===== config.mk =====
export PLATFORM = sky130hd
export DESIGN_NAME = icache_victim_flat
export DESIGN_NICKNAME = d
export VERILOG_FILES = /design/src/design/icache_pkg.sv /design/src/design/icache_victim_if.sv /design/src/design/icache_victim.sv /design/src/flat_wrapper.sv
export VERILOG_INCLUDE_DIRS = /design/src /design/src/design
export SDC_FILE = /design/constraint.sdc
export NUM_CORES = 1
export LEC_CHECK = 0
export BUFFER_PORTS_ARGS = -buffer_cell sky130_fd_sc_hd__buf_2
export CAP_MARGIN = 20
export CORE_MARGIN = 2
export CORE_UTILIZATION = 35
export CTS_BUF_LIST = sky130_fd_sc_hd__clkbuf_8 sky130_fd_sc_hd__clkbuf_16
export DETAILED_ROUTE_END_ITERATION = 10
export GPL_TIMING_DRIVEN = 0
export PLACE_DENSITY_LB_ADDON = 0.3
export SLEW_MARGIN = 0
export SYNTH_ARGS = -nofsm -noshare
export SYNTH_HDL_FRONTEND = slang
export SYNTH_SLANG_ARGS = --single-unit
export TNS_END_PERCENT = 100

===== constraint.sdc =====
create_clock -name clock -period 9.1 [get_ports clock]
set_input_delay 1.82 -clock clock [delete_from_list [all_inputs] [get_ports clock]]
set_output_delay 1.82 -clock clock [all_outputs]
set_load 0.02 [all_outputs]

===== src/design/icache_params.svh =====
`ifndef ICACHE_PARAMS_SVH
`define ICACHE_PARAMS_SVH

// cache geometry
`define ICACHE_LINES      32
`define VICTIM_WAYS       2
`define LINE_BYTES        8

// prefetch engine
`define SEND_BUFFER_SIZE  4
`define PREFETCH_DEPTH    7    // blocks after the fetch block

// address split is tag | index | offset
`define FETCH_ADDR_BITS   16
`define OFFSET_BITS       3
`define INDEX_BITS        5
`define MEM_TAG_BITS      4

`endif


===== src/design/icache_pkg.sv =====
`include "icache_params.svh"

package icache_pkg;

    // byte address into the 64 KiB instruction space
    typedef logic [`FETCH_ADDR_BITS-1:0] fetch_addr_t;

    // address without byte offset, also the victim tag
    typedef logic [`FETCH_ADDR_BITS-`OFFSET_BITS-1:0] block_addr_t;

    typedef logic [`FETCH_ADDR_BITS-`OFFSET_BITS-`INDEX_BITS-1:0] line_tag_t;
    typedef logic [`INDEX_BITS-1:0] line_idx_t;

    typedef logic [8*`LINE_BYTES-1:0] line_data_t;   // one cache line
    typedef logic [31:0] instr_t;

    // bus transaction tag, zero means none
    typedef logic [`MEM_TAG_BITS-1:0] mem_tag_t;

    typedef enum logic [1:0] {
        BUS_NONE = 2'h0,
        BUS_LOAD = 2'h1
    } bus_command_t;

endpackage


===== src/design/icache_victim_if.sv =====
`timescale 1ns/1ps

// line array to victim cache: lookups, evictions, promotions
interface icache_victim_if;
    import icache_pkg::*;

    block_addr_t fetch_block;
    block_addr_t probe_block;

    logic        fetch_hit;
    line_data_t  fetch_data;
    logic        probe_hit;
    line_data_t  probe_data;

    // line leaving the array
    logic        evict_valid;
    block_addr_t evict_block;
    line_data_t  evict_data;
    logic        promote_valid;   // probe hit moves into the array

    modport array (
        output fetch_block, probe_block,
        output evict_valid, evict_block, evict_data, promote_valid,
        input  fetch_hit, fetch_data, probe_hit, probe_data
    );

    modport victim (
        input  fetch_block, probe_block,
        input  evict_valid, evict_block, evict_data, promote_valid,
        output fetch_hit, fetch_data, probe_hit, probe_data
    );

endinterface


===== src/design/icache_victim.sv =====
`timescale 1ns/1ps
`include "icache_params.svh"

module icache_victim (
    input  logic            clock,
    input  logic            reset,
    icache_victim_if.victim victim
);
    import icache_pkg::*;

    localparam int WAY_BITS = $clog2(`VICTIM_WAYS);

    logic [`VICTIM_WAYS-1:0] way_valid;
    block_addr_t             way_block [`VICTIM_WAYS];
    line_data_t              way_data  [`VICTIM_WAYS];

    logic [WAY_BITS-1:0] lru;         // next way to replace
    logic [WAY_BITS-1:0] fetch_way;
    logic [WAY_BITS-1:0] probe_way;
    logic [WAY_BITS-1:0] fill_way;

    // fully associative match, both lookups in parallel
    always_comb begin
        victim.fetch_hit = 1'b0;
        victim.probe_hit = 1'b0;
        fetch_way = '0;
        probe_way = '0;
        for (int i = 0; i < `VICTIM_WAYS; i++) begin
            if (way_valid[i] && (way_block[i] == victim.fetch_block)) begin
                victim.fetch_hit = 1'b1;
                fetch_way = WAY_BITS'(i);
            end
            if (way_valid[i] && (way_block[i] == victim.probe_block)) begin
                victim.probe_hit = 1'b1;
                probe_way = WAY_BITS'(i);
            end
        end
    end

    assign victim.fetch_data = way_data[fetch_way];
    assign victim.probe_data = way_data[probe_way];

    // a promotion swaps into the way it came from
    assign fill_way = victim.promote_valid ? probe_way : lru;

    always_ff @(posedge clock) begin
        if (reset) begin
            way_valid <= '0;
            lru <= '0;
        end else if (victim.promote_valid || victim.evict_valid) begin
            way_valid[fill_way] <= victim.evict_valid;   // empty array line frees the way
            way_block[fill_way] <= victim.evict_block;
            way_data[fill_way]  <= victim.evict_data;
            if (victim.evict_valid) begin
                lru <= fill_way + 1'b1;   // point past the way just written
            end else begin
                lru <= fill_way;          // reuse the emptied way first
            end
        end
    end

endmodule


===== src/flat_wrapper.sv =====
// flat-port wrapper written by rule: the top's interface ports become plain ports
module icache_victim_flat import icache_pkg::*;
  (clock, reset, victim_fetch_block, victim_probe_block, victim_evict_valid, victim_evict_block, victim_evict_data, victim_promote_valid, victim_fetch_hit, victim_fetch_data, victim_probe_hit, victim_probe_data);
  icache_victim_if victim_i ();
  input  logic clock;
  input  logic reset;
  input wire logic [$bits(victim_i.fetch_block)-1:0] victim_fetch_block;
  input wire logic [$bits(victim_i.probe_block)-1:0] victim_probe_block;
  input wire logic [$bits(victim_i.evict_valid)-1:0] victim_evict_valid;
  input wire logic [$bits(victim_i.evict_block)-1:0] victim_evict_block;
  input wire logic [$bits(victim_i.evict_data)-1:0] victim_evict_data;
  input wire logic [$bits(victim_i.promote_valid)-1:0] victim_promote_valid;
  output wire logic [$bits(victim_i.fetch_hit)-1:0] victim_fetch_hit;
  output wire logic [$bits(victim_i.fetch_data)-1:0] victim_fetch_data;
  output wire logic [$bits(victim_i.probe_hit)-1:0] victim_probe_hit;
  output wire logic [$bits(victim_i.probe_data)-1:0] victim_probe_data;
  assign victim_i.fetch_block = victim_fetch_block;
  assign victim_i.probe_block = victim_probe_block;
  assign victim_i.evict_valid = victim_evict_valid;
  assign victim_i.evict_block = victim_evict_block;
  assign victim_i.evict_data = victim_evict_data;
  assign victim_i.promote_valid = victim_promote_valid;
  assign victim_fetch_hit = victim_i.fetch_hit;
  assign victim_fetch_data = victim_i.fetch_data;
  assign victim_probe_hit = victim_i.probe_hit;
  assign victim_probe_data = victim_i.probe_data;
  icache_victim u_core (.clock(clock), .reset(reset), .victim(victim_i));
endmodule

==> impl_metrics.ini, run 1 <==
[clock_network]
cts_resized = 0
cts-root-buf = sky130_fd_sc_hd__clkbuf_16
cts_setup_buffers = 0
postCtsHoldBufs = 0
path_clk_slew_ps = 60
cts_buffer_depth = 2
tritoncts = built
cts_num_sinks = 157
cts-buffers-inserted = 17
clock_tree.htree_level_count = 4
worstSkewPairLatency_ps = 420

[hold_path]
hold_path_depth = 2
hold_class = flip-flop to flip-flop

[synthesis]
synth-main-ff-cell = sky130_fd_sc_hd__edfxtp_1
ys_seq_area_share_pct = 66.8
synth_cells = 407
synth_seq_cells = 157
mapped_area_um2 = 7010
synth_area_leader_cell = sky130_fd_sc_hd__edfxtp_1
ys_async_sr_fraction_pct = 0
post_synth_main_area_contributors = sky130_fd_sc_hd__edfxtp_1 (66%), sky130_fd_sc_hd__mux2_2 (20%), sky130_fd_sc_hd__xnor2_1 (3.6%), sky130_fd_sc_hd__xor2_1 (2.9%), sky130_fd_sc_hd__nand4_1 (0.89%)
synth-warning-count = 0
synth.lib_cells_used.distinct = 33
syn_nets = 514
synth_edf_count = 154
postSynthAreaPerCell_um2 = 17.2
netlist.area_leader.share_pct = 66.0

[final_layout]
most_common_library_cell_in_the_layout_ignoring_fill_and_taps = sky130_fd_sc_hd__buf_2
post-route-util_pct = 47.4
mostFrequentLayoutCells = sky130_fd_sc_hd__buf_2 (246), sky130_fd_sc_hd__edfxtp_1 (154), sky130_fd_sc_hd__mux2_2 (124)
multi_input_area_um2 = 2250
layout.nets = 772
post_route_cells_drive_above_1_share_pct = 60.8
syn2layout_area_growth_pct = 32.5
regArea_um2 = 4680
num-fill-cells = 1784

[power]
peakVddDrop_mv = 0.129
power_density_nw_per_um2 = 193
static-leakage-power_uw = 0.00354
totalPowerFinal_uw = 1790

[critical_path]
worst-endpoint-arrival_ps = 4350
crit_path_max_incr_delay_ps = 630
worst_ep_required_time_ps = 7280
critical_path.slowest_cell = sky130_fd_sc_hd__or4_1
timing.setup.critical_path_class = input port to output port
critical_path.startpoint_type = input port
crit_top_cell = sky130_fd_sc_hd__buf_2
endpoint_kind = output port
worstPathMaxFanout = 10
critical_path.cell_chain = buf_2, xor2_1, or4_1, nor4_4, buf_4, buf_6, mux2_1, buf_2
worstRegToRegCells = 9

[routing]
drt-initial-drc-count = 136
route.final.wire_length_mm = 16.9
antenna_violating_nets_post_route = 0
drt-pass1-iter-count = 4
drc = 0
num_vias = 4449
routed_via_density = 4.71
avgRoutedWirePerCell_um = 17.9

[global_route]
grt_use_met1_pct = 18.6
global_route_wire_length_before_repair_mm = 26.5
globalRouteMet3Util_pct = 5.71
grt_start_max_net_pins = 32
grt_overflow = 0
initial_antenna_violation_count = 1
grt_util_all_layers_pct = 16.0
top_usage_layer = met2
vias_in_the_first_global_route = 4932
grt_use_met2_pct = 27.5

[sta]
timing.final.hold_violations = 0
worst-slew-pin-transition_ps = 621
min_period_ps = 6170
max-slew-margin-rel_pct = 58.3
final_max_slew_viol_count = 0
endpoints_failing_setup = 0
fmax_mhz = 162
whs_ps = 619
min_period_over_period_pct = 67.8
setup_total_negative_slack_ps = 0
rsz0062_at_grt = no
worst_clock_skew_ps = 15.5

[floorplanning]
start_util_pct = 35.8
floorplan.die.height_um = 146
die-area_um2 = 21200
ioPinCount = 237
std_cell_rows = 51
die-width_um = 146
core_region_area_um2 = 19600

[placement]
dp.final_hpwl_mm = 12.5
port-buffer-count = 234
gp_routability_congestion = 0.823

[status]
status = complete, no violations

[job]
drv_cap = 0
## report_power, final
part | switching, uW | total [uW] | internal (uW)
clock network | 286 | 773 | 487
registers | 13.5 | 840 | 827
logic | 104 | 180 | 76.0
## cells in the mapped netlist, types with 2 or more instances
library cell	count
sky130_fd_sc_hd__a21oi_1	3
sky130_fd_sc_hd__buf_2	12
sky130_fd_sc_hd__dfxtp_1	3
sky130_fd_sc_hd__edfxtp_1	154
sky130_fd_sc_hd__mux2_1	5
sky130_fd_sc_hd__mux2_2	124
sky130_fd_sc_hd__nand2_1	2
sky130_fd_sc_hd__nand2b_1	2
sky130_fd_sc_hd__nand3_1	5
sky130_fd_sc_hd__nand4_1	10
sky130_fd_sc_hd__nor2_1	8
sky130_fd_sc_hd__nor4_1	5
sky130_fd_sc_hd__o31ai_1	2
sky130_fd_sc_hd__or3_1	2
sky130_fd_sc_hd__or4_1	2
sky130_fd_sc_hd__xnor2_1	29
sky130_fd_sc_hd__xor2_1	23
## routing by layer
| metal | routed length (um) | vias to the layer above |
|---|---|---|
| met5 | 0 | - |
| met4 | 305 | 0 |
| met3 | 1280 | 22 |
| met2 | 8350 | 165 |
| met1 | 6930 | 2165 |
| li1 | - | 2097 |
## logic make-up after synthesis
group	Yosys count	synth area share (%)
and+or+nand+nor	44	3.86
buffers and inverters	16	1.23
AOI/OAI and AO/OA	9	0.874
xor gates and xnor gates	52	6.50
DFF	157	66.8
muxes	129	20.7
## worst max-delay path, delay by kind of cell
family | cells | cell delay, ps
AND/OR/NAND/NOR | 2 | 1250
multiplexers | 1 | 330
XOR/XNOR | 1 | 160
buffers and inverters | 4 | 780
## per-stage QoR
step                worst slack [ps]  area [um^2]  instances
finish                          2930         9290        944
global route                    2820         9290        943
CTS                             2840         9290        943
detailed placement              2860         8640        911
global placement                -672         8510        906
floorplan                       2010         7010        407
## state kept, by name, indices dropped and copies added, names as in the netlist
name / count
u_core.way_valid: 2
u_core.lru: 1
u_core.way_block: 26
u_core.way_data: 128
## path summary, 6_finish.rpt
path,slack (ps),start,end
worst max-delay path,2930,victim_probe_block[7],victim_probe_data[62]
worst min-delay path,620,u_core.way_valid[1],u_core.way_valid[1]
worst max register to register,5480,u_core.way_block[1][7],u_core.way_data[1][18]
worst min register to register,620,u_core.way_valid[1],u_core.way_valid[1]
## layout make-up
class                      instances  area share (%)
antenna                            1          0.0269
buffer                            16           0.929
clock buffer                      17            4.58
clock inverter                    15            2.36
multi-input combinational        234            24.3
sequential                       157            50.4
tap                              265            3.57
timing repair buffer             239            13.8
No activity file was read; power rests on OpenSTA's default activity.
==> run 2: changes to the inputs <==
- clock period: 9.1 -> 6.3 ns (I/O delays scaled with it)
==> run 2 against run 1 <==
  * Wire length increased by 0.42%
  * Sequential cell count unchanged
  * Clock power increased by 42%
==> impl_metrics.ini, run 2 (synthesized netlist as in run 1, its figures left out) <==
[status]
status = complete, no violations

[floorplanning]
die-width_um = 146
die-area_um2 = 21200
std_cell_rows = 51
ioPinCount = 237
start_util_pct = 35.8
core_region_area_um2 = 19600
floorplan.die.height_um = 146

[routing]
drt-pass1-iter-count = 4
antenna_violating_nets_post_route = 0
drt-initial-drc-count = 191
routed_via_density = 4.78
num_vias = 4495
drc = 0
avgRoutedWirePerCell_um = 18.0
route.final.wire_length_mm = 16.9

[global_route]
grt_overflow = 0
vias_in_the_first_global_route = 5025
grt_start_max_net_pins = 32
grt_util_all_layers_pct = 16.0
initial_antenna_violation_count = 1
global_route_wire_length_before_repair_mm = 26.8

[sta]
endpoints_failing_setup = 0
timing.final.hold_violations = 0
min_period_over_period_pct = 80.6
final_max_slew_viol_count = 0
worst-slew-pin-transition_ps = 892
max-slew-margin-rel_pct = 40.4
fmax_mhz = 197
min_period_ps = 5080
rsz0062_at_grt = no
worst_clock_skew_ps = 11.2

[critical_path]
worst-endpoint-arrival_ps = 3820
endpoint_kind = output port
timing.setup.critical_path_class = input port to output port
worst_ep_required_time_ps = 5040
critical_path.startpoint_type = input port
worstPathMaxFanout = 10

[power]
power.combinational.fraction_pct = 10.1
power_frac_clock_pct = 42.7
power_density_nw_per_um2 = 278
totalPowerFinal_uw = 2570
power.share.switching_pct = 22.2
peakVddDrop_mv = 0.176
static-leakage-power_uw = 0.00351
internal-power_uw = 2000
pwr-share-seq_pct = 47.2
power.switching_uw = 571

[job]
drv_cap = 0

[clock_network]
postCtsHoldBufs = 0
cts-root-buf = sky130_fd_sc_hd__clkbuf_16
cts_num_sinks = 157
cts_setup_buffers = 0
clock_tree.htree_level_count = 4
cts-buffers-inserted = 17
path_clk_slew_ps = 60
tritoncts = built
cts_buffer_depth = 2
cts_resized = 0
worstSkewPairLatency_ps = 410

[placement]
port-buffer-count = 234
postPlaceCellArea_um2 = 8610
gp_routability_congestion = 0.817
dp.final_hpwl_mm = 12.3

[final_layout]
mostFrequentLayoutCells = sky130_fd_sc_hd__buf_2 (246), sky130_fd_sc_hd__edfxtp_1 (154), sky130_fd_sc_hd__mux2_2 (124)
syn2layout_area_growth_pct = 31.8
layout.nets = 771
most_common_library_cell_in_the_layout_ignoring_fill_and_taps = sky130_fd_sc_hd__buf_2
max_flop_register = u_core.way_data
stdcell_area_um2 = 9240
largest_register_ff_count = 128
largestRegisters = u_core.way_data x128, u_core.way_block x26, u_core.way_valid x2
post_route_cells_drive_above_1_share_pct = 60.6

[hold_path]
hold_class = flip-flop to flip-flop
run 2: cell types whose count changed in the layout (fill, tap and decap cells not counted), sizes merged:
cell    before  now
buf        254  253
inv          5    2
clkinv       4    5
run 2: power groups by stage:
stage	Sequential, uW	Combinational, uW	Clock [uW]
floorplan	1230	148	0
global placement	1240	250	0
detailed placement	1240	261	0
CTS	1210	263	1130
global route	1220	278	1170
finish	1210	260	1100
run 2: worst max-delay path, cell delays in order:
cell                     delay (ps)
sky130_fd_sc_hd__buf_2          120
sky130_fd_sc_hd__xor2_1         160
sky130_fd_sc_hd__or4_1          610
sky130_fd_sc_hd__nor4_4         650
sky130_fd_sc_hd__buf_4          320
sky130_fd_sc_hd__buf_6          180
sky130_fd_sc_hd__mux2_1         330
sky130_fd_sc_hd__buf_2          160
run 2: worst paths after layout:
kind / start / slack, ps / endpoint / cells after the start
max reg2reg: u_core.way_block[1][7] / 2420 / u_core.way_data[1][26] / 8
min: u_core.way_valid[1] / 580 / u_core.way_valid[1] / 2
max: victim_probe_block[7] / 1220 / victim_probe_data[61] / 8
min reg2reg: u_core.way_valid[1] / 580 / u_core.way_valid[1] / 2
run 2: per-stage QoR:
step	cells	hold WS (ps)	util (%)	TNS, ps	worst slack (ps)
detailed placement	910	572	43.9	0	1140
global placement	906	574	43.5	-235450	-2140
global route	940	598	47.1	0	1040
finish	941	581	47.2	0	1220
CTS	940	580	47.1	0	1120
floorplan	407	487	-	0	326
run 2: final cells by class:
cell class,instances,area (um^2)
Clock inverter,13,201
Buffer,16,86.3
Timing Repair Buffer,238,1250
Clock buffer,17,425
Tap cell,265,332
Fill cell,1766,10400
Sequential cell,157,4680
Antenna cell,1,2.50
Multi-Input combinational cell,234,2250
run 2: layer usage:
layer  share of wire [%]  global-route usage, %  up-vias
met2                  50                   27.7      172
li1                    -                      -     2095
met5                   0                      0        -
met3                 7.2                   5.20       19
met1                  42                   19.1     2209
met4                 1.3                   5.00        0
