===== config.mk =====
export PLATFORM = sky130hd
export DESIGN_NAME = icache_prefetch_flat
export DESIGN_NICKNAME = d
export VERILOG_FILES = /design/src/design/icache_pkg.sv /design/src/design/icache_fill_if.sv /design/src/design/icache_prefetch.sv /design/src/flat_wrapper.sv
export VERILOG_INCLUDE_DIRS = /design/src /design/src/design
export SDC_FILE = /design/constraint.sdc
export NUM_CORES = 1
export LEC_CHECK = 0
export BUFFER_PORTS_ARGS = -buffer_cell sky130_fd_sc_hd__buf_2
export CAP_MARGIN = 20
export CORE_ASPECT_RATIO = 0.75
export CORE_MARGIN = 8
export CORE_UTILIZATION = 30
export DETAILED_ROUTE_END_ITERATION = 16
export SYNTH_ARGS = -nofsm -noshare
export SYNTH_HDL_FRONTEND = slang
export SYNTH_SLANG_ARGS = --single-unit
export TNS_END_PERCENT = 10

===== constraint.sdc =====
create_clock -name clock -period 14.05 [get_ports clock]
set_input_delay 2.81 -clock clock [delete_from_list [all_inputs] [get_ports clock]]
set_output_delay 2.81 -clock clock [all_outputs]
set_load 0.01 [all_outputs]

===== src/design/icache_params.svh =====
`ifndef ICACHE_PARAMS_SVH
`define ICACHE_PARAMS_SVH

// cache geometry
`define ICACHE_LINES      32
`define VICTIM_WAYS       2
`define LINE_BYTES        8

// prefetch engine
`define SEND_BUFFER_SIZE  4
`define PREFETCH_DEPTH    7    // blocks after the fetch block

// address split is tag | index | offset
`define FETCH_ADDR_BITS   16
`define OFFSET_BITS       3
`define INDEX_BITS        5
`define MEM_TAG_BITS      4

`endif


===== src/design/icache_pkg.sv =====
`include "icache_params.svh"

package icache_pkg;

    // byte address into the 64 KiB instruction space
    typedef logic [`FETCH_ADDR_BITS-1:0] fetch_addr_t;

    // address without byte offset, also the victim tag
    typedef logic [`FETCH_ADDR_BITS-`OFFSET_BITS-1:0] block_addr_t;

    typedef logic [`FETCH_ADDR_BITS-`OFFSET_BITS-`INDEX_BITS-1:0] line_tag_t;
    typedef logic [`INDEX_BITS-1:0] line_idx_t;

    typedef logic [8*`LINE_BYTES-1:0] line_data_t;   // one cache line
    typedef logic [31:0] instr_t;

    // bus transaction tag, zero means none
    typedef logic [`MEM_TAG_BITS-1:0] mem_tag_t;

    typedef enum logic [1:0] {
        BUS_NONE = 2'h0,
        BUS_LOAD = 2'h1
    } bus_command_t;

endpackage


===== src/design/icache_fill_if.sv =====
`timescale 1ns/1ps

// completed memory fill, send buffer to line array
interface icache_fill_if;
    import icache_pkg::*;

    logic        fill_valid;   // single cycle per returned line
    block_addr_t fill_block;
    line_data_t  fill_data;

    modport source (
        output fill_valid,
        output fill_block,
        output fill_data
    );

    modport sink (
        input fill_valid,
        input fill_block,
        input fill_data
    );

endinterface


===== src/design/icache_prefetch.sv =====
`timescale 1ns/1ps
`include "icache_params.svh"

module icache_prefetch (
    input  logic                     clock,
    input  logic                     reset,
    input  icache_pkg::fetch_addr_t  fetch_addr,
    input  logic                     fetch_valid,
    output icache_pkg::block_addr_t  probe_block,
    input  logic                     probe_present,
    icache_fill_if.source            fill,
    output icache_pkg::bus_command_t mem_command,
    output icache_pkg::fetch_addr_t  mem_addr,
    input  icache_pkg::mem_tag_t     mem_response,
    input  icache_pkg::mem_tag_t     mem_tag,
    input  icache_pkg::line_data_t   mem_data
);
    import icache_pkg::*;

    localparam int          PTR_BITS     = $clog2(`SEND_BUFFER_SIZE);
    localparam block_addr_t DEPTH        = block_addr_t'(`PREFETCH_DEPTH);
    localparam fetch_addr_t WINDOW_BYTES = fetch_addr_t'(`PREFETCH_DEPTH * `LINE_BYTES);

    // send buffer, circular
    logic [`SEND_BUFFER_SIZE-1:0] ent_valid;
    logic [`SEND_BUFFER_SIZE-1:0] ent_done;
    block_addr_t                  ent_block [`SEND_BUFFER_SIZE];
    mem_tag_t                     ent_tag   [`SEND_BUFFER_SIZE];   // zero until issued
    logic [PTR_BITS-1:0]          send_ptr;
    logic [PTR_BITS-1:0]          tail_ptr;

    fetch_addr_t last_addr;
    block_addr_t stream;        // next block to look at
    block_addr_t fetch_block;
    block_addr_t lag;
    block_addr_t probe_pos;

    logic                redirect;
    logic                behind;
    logic                active;
    logic                in_flight;
    logic                tail_free;
    logic                head_waiting;
    logic                accept;
    logic                match;
    logic [PTR_BITS-1:0] match_idx;

    assign fetch_block = fetch_addr[`FETCH_ADDR_BITS-1:`OFFSET_BITS];

    // fetch left the window around the previous address
    assign redirect = (fetch_addr - last_addr) > WINDOW_BYTES;

    // fetch ran past the stream, pick up at the fetch block
    assign lag       = fetch_block - stream;
    assign behind    = (lag != '0) && !lag[$bits(block_addr_t)-1];
    assign probe_pos = behind ? fetch_block : stream;
    assign active    = (probe_pos - fetch_block) <= DEPTH;

    // idle stream probes the fetch block so victim hits get promoted
    assign probe_block = active ? probe_pos : fetch_block;

    assign tail_free    = !ent_valid[tail_ptr] || ent_done[tail_ptr];
    assign head_waiting = ent_valid[send_ptr] && !ent_done[send_ptr]
                       && (ent_tag[send_ptr] == '0);
    assign accept       = head_waiting && (mem_response != '0);

    assign mem_command = head_waiting ? BUS_LOAD : BUS_NONE;
    assign mem_addr    = {ent_block[send_ptr], {`OFFSET_BITS{1'b0}}};

    always_comb begin
        match = 1'b0;
        match_idx = '0;
        in_flight = 1'b0;
        for (int i = 0; i < `SEND_BUFFER_SIZE; i++) begin
            if (ent_valid[i] && !ent_done[i]) begin
                if ((ent_tag[i] != '0) && (ent_tag[i] == mem_tag)) begin
                    match = 1'b1;
                    match_idx = PTR_BITS'(i);
                end
                if (ent_block[i] == probe_pos) begin
                    in_flight = 1'b1;   // already queued, skip it
                end
            end
        end
    end

    // returning line, written by the array on this edge
    assign fill.fill_valid = match;
    assign fill.fill_block = ent_block[match_idx];
    assign fill.fill_data  = mem_data;

    always_ff @(posedge clock) begin
        if (reset) begin
            ent_valid <= '0;
            ent_done  <= '0;
            send_ptr  <= '0;
            tail_ptr  <= '0;
            stream    <= '0;
            last_addr <= '0;
        end else begin
            last_addr <= fetch_addr;
            if (redirect) begin
                stream    <= fetch_valid ? fetch_block + 1'b1 : fetch_block;
                ent_valid <= '0;
                ent_done  <= '0;
                send_ptr  <= '0;
                tail_ptr  <= '0;
                // a refused load stays on the bus through the flush
                if (head_waiting && !accept) begin
                    ent_valid[0] <= 1'b1;
                    ent_block[0] <= ent_block[send_ptr];
                    ent_tag[0]   <= '0;
                    tail_ptr     <= PTR_BITS'(1);
                end
            end else begin
                if (active) begin
                    if (probe_present || in_flight) begin
                        stream <= probe_pos + 1'b1;
                    end else if (tail_free) begin
                        ent_valid[tail_ptr] <= 1'b1;
                        ent_done[tail_ptr]  <= 1'b0;
                        ent_block[tail_ptr] <= probe_pos;
                        ent_tag[tail_ptr]   <= '0;
                        tail_ptr <= tail_ptr + 1'b1;
                        stream   <= probe_pos + 1'b1;
                    end
                end
                if (accept) begin
                    ent_tag[send_ptr] <= mem_response;   // memory's tag for this load
                    send_ptr <= send_ptr + 1'b1;
                end
                if (match) begin
                    ent_done[match_idx] <= 1'b1;
                end
            end
        end
    end

endmodule


===== src/flat_wrapper.sv =====
// flat-port wrapper written by rule: the top's interface ports become plain ports
module icache_prefetch_flat import icache_pkg::*;
  (clock, reset, fetch_addr, fetch_valid, probe_block, probe_present, mem_command, mem_addr, mem_response, mem_tag, mem_data, fill_fill_valid, fill_fill_block, fill_fill_data);
  icache_fill_if fill_i ();
  input  logic clock;
  input  logic reset;
  input  icache_pkg::fetch_addr_t fetch_addr;
  input  logic fetch_valid;
  output icache_pkg::block_addr_t probe_block;
  input  logic probe_present;
  output icache_pkg::bus_command_t mem_command;
  output icache_pkg::fetch_addr_t mem_addr;
  input  icache_pkg::mem_tag_t mem_response;
  input  icache_pkg::mem_tag_t mem_tag;
  input  icache_pkg::line_data_t mem_data;
  output wire logic [$bits(fill_i.fill_valid)-1:0] fill_fill_valid;
  output wire logic [$bits(fill_i.fill_block)-1:0] fill_fill_block;
  output wire logic [$bits(fill_i.fill_data)-1:0] fill_fill_data;
  assign fill_fill_valid = fill_i.fill_valid;
  assign fill_fill_block = fill_i.fill_block;
  assign fill_fill_data = fill_i.fill_data;
  icache_prefetch u_core (.clock(clock), .reset(reset), .fetch_addr(fetch_addr), .fetch_valid(fetch_valid), .probe_block(probe_block), .probe_present(probe_present), .fill(fill_i), .mem_command(mem_command), .mem_addr(mem_addr), .mem_response(mem_response), .mem_tag(mem_tag), .mem_data(mem_data));
endmodule

==> qor.txt, run 1 <==
Critical R2R Launch: u_core.stream[3]$_SDFFE_PP0P_
Comb pwr share: 0.278
R2R depth: 26
Vias in the first global route: 8704
Resize count post-CTS: 0
Most frequent cells in the layout: 93 x o21ai_0, 91 x nand2_1, 72 x inv_1
Cell at the slowest stage of the critical path: nor4_4
Internal: 0.560 mW
Pwr/cell area: 80.5 mW/mm^2
Clk buf depth: 2
Final GP Congestion: 1.03
Max-slew headroom: 0.276
Final hold vios: 0
Flop2flop setup slack: 5.19 ns
Global Route met3 Usage: 0.0589
Root Buffer: clkbuf_16
Die height: 174 um
Initial antenna violation count: 0
Final total power: 0.859 mW
Area contributors post-synth: edfxtp_1 20%, dfxtp_1 8.6%, ha_1 6.1%
Nets: 1285
RSZ-0062 raised after global routing: no
Seq/Total Area, Yosys: 0.289
Adder-cell area share of the yosys netlist: 0.0651
Beginning of the critical path: fetch_addr[3]
Net Sw Frac: 0.348
Chip width: 227 um
Synth Area in Compound Gates: 0.184
Initial core utilization: 0.302
Vias: 9151
Final hold slack: 0.457 ns
First-pass GRT wire length: 56.8 mm
Core Footprint: 0.0332 mm^2
DP Worst Slack: 1.78 ns
Period utilisation layout: 0.878
Top Ports: 201
Crit start category: primary input
Finished Cell Area: 0.0107 mm^2
Antenna-violating nets left: 0
Worst path max stage delay: 0.59 ns
Vias per cell: 5.73
CP required: 11.24 ns
Share of power burned in registers: 0.410
Synth unique cells: 78
Post-synthesis mux area share: 0.0977
DR WL/cell: 23.9 um
Post-Route WL: 38.2 mm
EDFF count, synth: 68
Placed inst area: 0.0103 mm^2
Post-DP HPWL: 29.7 mm
Worst skew pair latency: 0.38 ns
# clock sinks: 111
Avg Cell Area, Syn: 8.56 um^2
WS Path Type: primary input to primary output
Fin crit period: 12.33 ns
Final worst slack: 1.72 ns
Worst vdd ir: 0.0524 mV
Setup Buffers After CTS: 0
Max-slew violation count: 0
Fillers: 3548
Max Freq: 81.1 MHz
# Max-Cap Violations: 0
Simple-gate area share of the yosys netlist: 0.171
Status: complete, no violations
Drt pass-1 iters: 5
Area share of the largest cell type after synthesis: 0.204
Final setup violation count: 0
Finished Core Util: 0.321
Final std cells w/o fill: 1597
PortBufs: 68
Largest family of logic cells by synthesized area: compound AO/OA/AOI/OAI gates
Met1 Track Usage GR: 0.271
Commonest non-fill, non-tap cell in the layout: o21ai_0
FF-to-FF End: u_core.ent_block[0][0]$_DFFE_PP_
Placed cells: 1579
Clk pwr share: 0.312
Pin count of the biggest net entering global routing: 34
Critical Path End Type: primary output
WP data arrival: 9.52 ns
Synth warn: 0
Seq cells post-synth: 111
Leak pwr: 3.68 nW
Die area: 0.0396 mm^2
Cell Rows: 58
CTS Buf Count: 9
GR peak layer: met1
CP Max Fanout: 31
Initial DRC count: 972
Prevailing post-synth register cell: edfxtp_1
Synth-to-Final Area Change: 6.40%
Switching power total: 0.299 mW
Layout cells sized above 1: 0.138
Worst Skew: 0.0165 ns
GRT overflow: 0
Ys async rst share: 0
Aggregate global-route resource usage: 0.190
Mapped Cells: 1172
Worst-Margin Slew: 1.08 ns
CTS tree: built
Xor/xnor cell area share of the yosys netlist: 0.0856
Cell taking the most area after synthesis: edfxtp_1
Residual DRC: 0
CTS Hold Bufs: 0
Sum Neg Setup Slack: 0 ns
Synthesized area: 0.0100 mm^2
Hold Path Class: flip-flop to flip-flop
Ant diodes: 0
Htree depth: 3
GR Layer Usage met2: 0.263
Reg clk slew, reported paths: 0.08 ns
Crit path to: probe_block[12]
==> layout make-up <==
class                           instances  area, um^2  share of cell area
Clock buffer                            9         225              0.0211
Tap cell                              450         563              0.0527
Inverter                               80         300              0.0281
Timing Repair Buffer                   87         510              0.0478
Multi-Input combinational cell        853        6090               0.570
Clock inverter                          7        83.8             0.00785
Sequential cell                       111        2900               0.272
==> power groups by stage <==
stage	registers, mW	logic [mW]	clock network, mW
2_1_floorplan	0.355	0.188	0
3_3_place_gp	0.360	0.232	0
3_5_place_dp	0.360	0.232	0
4_1_cts	0.352	0.233	0.272
5_1_grt	0.353	0.260	0.284
6_report	0.353	0.239	0.268
==> per-layer routing <==
metal  routed length [um]  vias up
li1                     -     4136
met1                17400     4435
met2                15600      512
met3                 4210       68
met4                 1060        0
met5                    0        -
==> worst min-delay path by stage <==
stage / to / slack (ns) / cells after the start / start
final: u_core.ent_done[0]$_SDFF_PP0_ / 0.46 / 2 / u_core.ent_done[0]$_SDFF_PP0_
after global routing: u_core.ent_done[0]$_SDFF_PP0_ / 0.50 / 2 / u_core.ent_done[0]$_SDFF_PP0_
after CTS: u_core.ent_done[0]$_SDFF_PP0_ / 0.46 / 2 / u_core.ent_done[0]$_SDFF_PP0_
after detailed placement: u_core.ent_done[0]$_SDFF_PP0_ / 0.45 / 2 / u_core.ent_done[0]$_SDFF_PP0_
after global placement: u_core.ent_valid[1]$_SDFFE_PP0N_ / 0.43 / 2 / u_core.ent_valid[1]$_SDFFE_PP0N_
after floorplan: u_core.ent_valid[1]$_SDFFE_PP0N_ / 0.43 / 2 / u_core.ent_valid[1]$_SDFFE_PP0N_
==> kinds of logic after synthesis <==
kind of cell / after synthesis
multiplexers: 73
buffers and inverters: 211
other: 1
XOR/XNOR: 98
AO/OA/AOI/OAI: 283
AND/OR/NAND/NOR: 344
flip-flops: 111
adder cells (fa/ha/maj): 51
==> worst max-delay path, delay by kind of cell <==
kind	cells	cell delay, ns
AOI/OAI and AO/OA	12	2.86
adders and majority gates	3	0.93
buffers and inverters	7	1.63
and+or+nand+nor	4	1.24
==> Yosys cell counts (all sizes together), types with 6 or more instances <==
| library cell | instances |
|---|---|
| nand3 | 41 |
| nor2b | 12 |
| edfxtp | 68 |
| o22ai | 25 |
| mux2 | 18 |
| mux4 | 16 |
| clkbuf | 52 |
| nor4 | 25 |
| ha | 49 |
| a22o | 6 |
| xor2 | 40 |
| mux2i | 39 |
| o21a | 7 |
| buf | 79 |
| o211ai | 9 |
| and2 | 7 |
| a31oi | 8 |
| nand2b | 14 |
| a221oi | 10 |
| a21oi | 55 |
| nand4 | 19 |
| nand2 | 91 |
| nor3 | 30 |
| inv | 72 |
| a21o | 8 |
| o21ai | 96 |
| xnor2 | 58 |
| and3 | 7 |
| clkinv | 8 |
| or3 | 9 |
| nor2 | 68 |
| dfxtp | 43 |
| o221ai | 7 |
==> sequential cells by signal, summed over array words and instances (netlist names), named ones only <==
signal,count
u_core.last_addr,16
u_core.ent_tag,16
u_core.ent_valid,4
u_core.tail_ptr,2
u_core.stream,13
u_core.ent_block,52
u_core.send_ptr,2
u_core.ent_done,4
Note: power is estimated with default switching activity, not from simulation.
==> inputs of run 2 (changes only) <==
--- a/config.mk
+++ b/config.mk
@@ -6,6 +6,7 @@
 export SDC_FILE = /design/constraint.sdc
 export NUM_CORES = 1
 export LEC_CHECK = 0
+export ABC_AREA = 1
 export BUFFER_PORTS_ARGS = -buffer_cell sky130_fd_sc_hd__buf_2
 export CAP_MARGIN = 20
 export CORE_ASPECT_RATIO = 0.75
==> qor.txt, run 2 <==
Mapped Cells: 1439 (was 1172)
Chip width: 224 um (was 227 um)
Reg clk slew, reported paths: 0.08 ns (about the same)
Prevailing post-synth register cell: edfxtp_1 (unchanged)
Synth unique cells: 57 (was 78)
Final setup violation count: 0 (unchanged)
Status: complete, no violations (unchanged)
Cell Rows: 57 (was 58)
Xor/xnor cell area share of the yosys netlist: 0.0430 (was 0.0856)
Vias per cell: 5.02 (was 5.73)
Ant diodes: 0 (unchanged)
CTS Buf Count: 9 (unchanged)
Synth warn: 0 (unchanged)
Clk buf depth: 2 (unchanged)
Finished Cell Area: 0.0103 mm^2 (was 0.0107 mm^2)
Vias in the first global route: 8655 (was 8704)
Final GP Congestion: 0.935 (was 1.03)
First-pass GRT wire length: 49.6 mm (was 56.8 mm)
Max-slew headroom: 0.246 (was 0.276)
Commonest non-fill, non-tap cell in the layout: nand2_1 (was o21ai_0)
PortBufs: 68 (unchanged)
Die area: 0.0385 mm^2 (was 0.0396 mm^2)
Most frequent cells in the layout: 349 x nand2_1, 190 x inv_1, 161 x nor2_1 (was 93 x o21ai_0, 91 x nand2_1, 72 x inv_1)
Synthesized area: 0.00974 mm^2 (was 0.0100 mm^2)
Seq/Total Area, Yosys: 0.298 (was 0.289)
Initial DRC count: 915 (was 972)
Area share of the largest cell type after synthesis: 0.210 (was 0.204)
Resize count post-CTS: 0 (unchanged)
Count leader, synth: nand2_1 (was o21ai_0)
Initial antenna violation count: 0 (unchanged)
Residual DRC: 0 (unchanged)
Largest regs: u_core.ent_block (52), u_core.ent_tag (16), u_core.last_addr (16) (unchanged)
Synth-to-Final Area Change: 5.97% (was 6.40%)
Top cells by count, synth: 349 x nand2_1, 190 x inv_1, 164 x nor2_1 (was 93 x o21ai_0, 91 x nand2_1, 72 x inv_1)
Critical Path End Type: primary output (unchanged)
Cell at the slowest stage of the critical path: o21ai_0 (was nor4_4)
Pwr/cell area: 86.8 mW/mm^2 (was 80.5 mW/mm^2)
Root Buffer: clkbuf_16 (unchanged)
CTS tree: built (unchanged)
Finished Core Util: 0.321 (about the same)
Nets: 1571 (was 1285)
Simple-gate area share of the yosys netlist: 0.312 (was 0.171)
DR WL/cell: 17.3 um (was 23.9 um)
Max Freq: 89.7 MHz (was 81.1 MHz)
Antenna-violating nets left: 0 (unchanged)
CP Max Fanout: 28 (was 31)
Fillers: 3514 (was 3548)
Avg Cell Area, Syn: 6.77 um^2 (was 8.56 um^2)
Ys async rst share: 0 (unchanged)
Synth Area in Compound Gates: 0.136 (was 0.184)
Vias: 9409 (was 9151)
CP delay by family, top: simple AND/OR/NAND/NOR gates (was compound AO/OA/AOI/OAI gates)
Worst path max stage delay: 0.62 ns (was 0.59 ns)
Worst Skew: 0.0140 ns (was 0.0165 ns)
Worst skew pair latency: 0.37 ns (was 0.38 ns)
RSZ-0062 raised after global routing: no (unchanged)
Largest register FFs: 52 (unchanged)
Area contributors post-synth: edfxtp_1 21%, nand2_1 13%, dfxtp_1 8.8% (was edfxtp_1 20%, dfxtp_1 8.6%, ha_1 6.1%)
Die height: 172 um (was 174 um)
Worst Path Buf+Inv: 6 (was 7)
Crit start category: primary input (unchanged)
Period utilisation layout: 0.793 (was 0.878)
Adder-cell area share of the yosys netlist: 0.0671 (was 0.0651)
Placed inst area: 0.0100 mm^2 (was 0.0103 mm^2)
Cell taking the most area after synthesis: edfxtp_1 (unchanged)
Final hold vios: 0 (unchanged)
WP data arrival: 8.34 ns (was 9.52 ns)
Seq cells post-synth: 111 (unchanged)
# clock sinks: 111 (unchanged)
# Max-Cap Violations: 0 (unchanged)
Leak pwr: 4.93 nW (was 3.68 nW)
Layout cells sized above 1: 0.105 (was 0.138)
Initial core utilization: 0.303 (was 0.302)
Pin count of the biggest net entering global routing: 39 (was 34)
WS Path Type: primary input to primary output (unchanged)
CTS Hold Bufs: 0 (unchanged)
Hold Path Class: flip-flop to flip-flop (unchanged)
Htree depth: 3 (unchanged)
CP required: 11.24 ns (about the same)
GRT overflow: 0 (unchanged)
Core Footprint: 0.0322 mm^2 (was 0.0332 mm^2)
Drt pass-1 iters: 6 (was 5)
Worst-Margin Slew: 1.13 ns (was 1.08 ns)
Post-Route WL: 32.5 mm (was 38.2 mm)
Post-synthesis mux area share: 0 (was 0.0977)
Fin crit period: 11.15 ns (was 12.33 ns)
Largest family of logic cells by synthesized area: simple AND/OR/NAND/NOR gates (was compound AO/OA/AOI/OAI gates)
Sequential Area: 0.00290 mm^2 (unchanged)
Sum Neg Setup Slack: 0 ns (unchanged)
Most used cell, CP: nand2_1
Top reg by flops: u_core.ent_block (unchanged)
Multi-input logic area: 0.00545 mm^2 (was 0.00609 mm^2)
Max-slew violation count: 0 (unchanged)
Aggregate global-route resource usage: 0.165 (was 0.190)
Worst vdd ir: 0.0630 mV (was 0.0524 mV)
EDFF count, synth: 68 (unchanged)
Post-DP HPWL: 25.9 mm (was 29.7 mm)
Final total power: 0.896 mW (was 0.859 mW)
Setup Buffers After CTS: 0 (unchanged)
Top Ports: 201 (unchanged)
-- run 2: cell count changes in the layout (fill, tap and decap cells not counted), moves of 39 or more --
cell,before,now
mux2i_1,39,0
nand3_1,40,107
a21oi_1,52,96
nor2_1,68,161
xnor2_1,58,9
nand2_1,91,349
inv_1,72,190
-- run 2: worst min-delay path, cell delays in order, from the launching register on --
cell	delay, ns
dfxtp_1	0.31
inv_1	0.06
a21oi_1	0.06
-- run 2: stage by stage --
stage / setup slack [ns] / hold WS [ns] / instances
3_5_place_dp: 3.08 / 0.449 / 1859
3_3_place_gp: 3.16 / 0.445 / 1859
2_1_floorplan: 4.46 / 0.436 / 1442
5_1_grt: 2.51 / 0.489 / 1875
4_1_cts: 3.06 / 0.461 / 1875
6_report: 2.90 / 0.460 / 1875
-- run 2: routing by layer --
metal / vias up / share of wire / track usage
met3: 41 / 0.081 / 0.0310
met5: - / 0 / 0.00387
li1: 4597 / - / -
met1: 4334 / 0.47 / 0.236
met2: 437 / 0.43 / 0.252
met4: 0 / 0.021 / 0.0443
-- run 2: power breakdown --
part	leakage, nW	switching (mW)	internal [mW]
Sequential	1.01	0.00263	0.346
Clock	0.141	0.133	0.128
Combinational	3.78	0.195	0.0911
-- run 2: layout make-up --
class | count | area share
clock inverter | 6 | 0.00485
multi-input combinational | 1035 | 0.528
inverter | 198 | 0.0720
sequential | 111 | 0.281
clock buffer | 10 | 0.0232
tap | 442 | 0.0536
timing repair buffer | 73 | 0.0366
-- run 2: worst paths after layout --
check,slack (ns),cells past startpoint,start,end
worst max-delay path,2.90,31,fetch_addr[3],probe_block[6]
worst min-delay path,0.46,2,u_core.ent_valid[1]$_SDFFE_PP0N_,u_core.ent_valid[1]$_SDFFE_PP0N_
worst max register to register,6.78,31,u_core.stream[5]$_SDFFE_PP0P_,u_core.ent_block[0][8]$_DFFE_PP_
worst min register to register,0.46,2,u_core.ent_valid[1]$_SDFFE_PP0N_,u_core.ent_valid[1]$_SDFFE_PP0N_
-- run 2: logic make-up after synthesis --
family | after synthesis
fa+ha+maj | 51
flops | 111
xor+xnor | 47
other cells | 1
compound gates | 232
simple gates | 701
buf+inv | 296
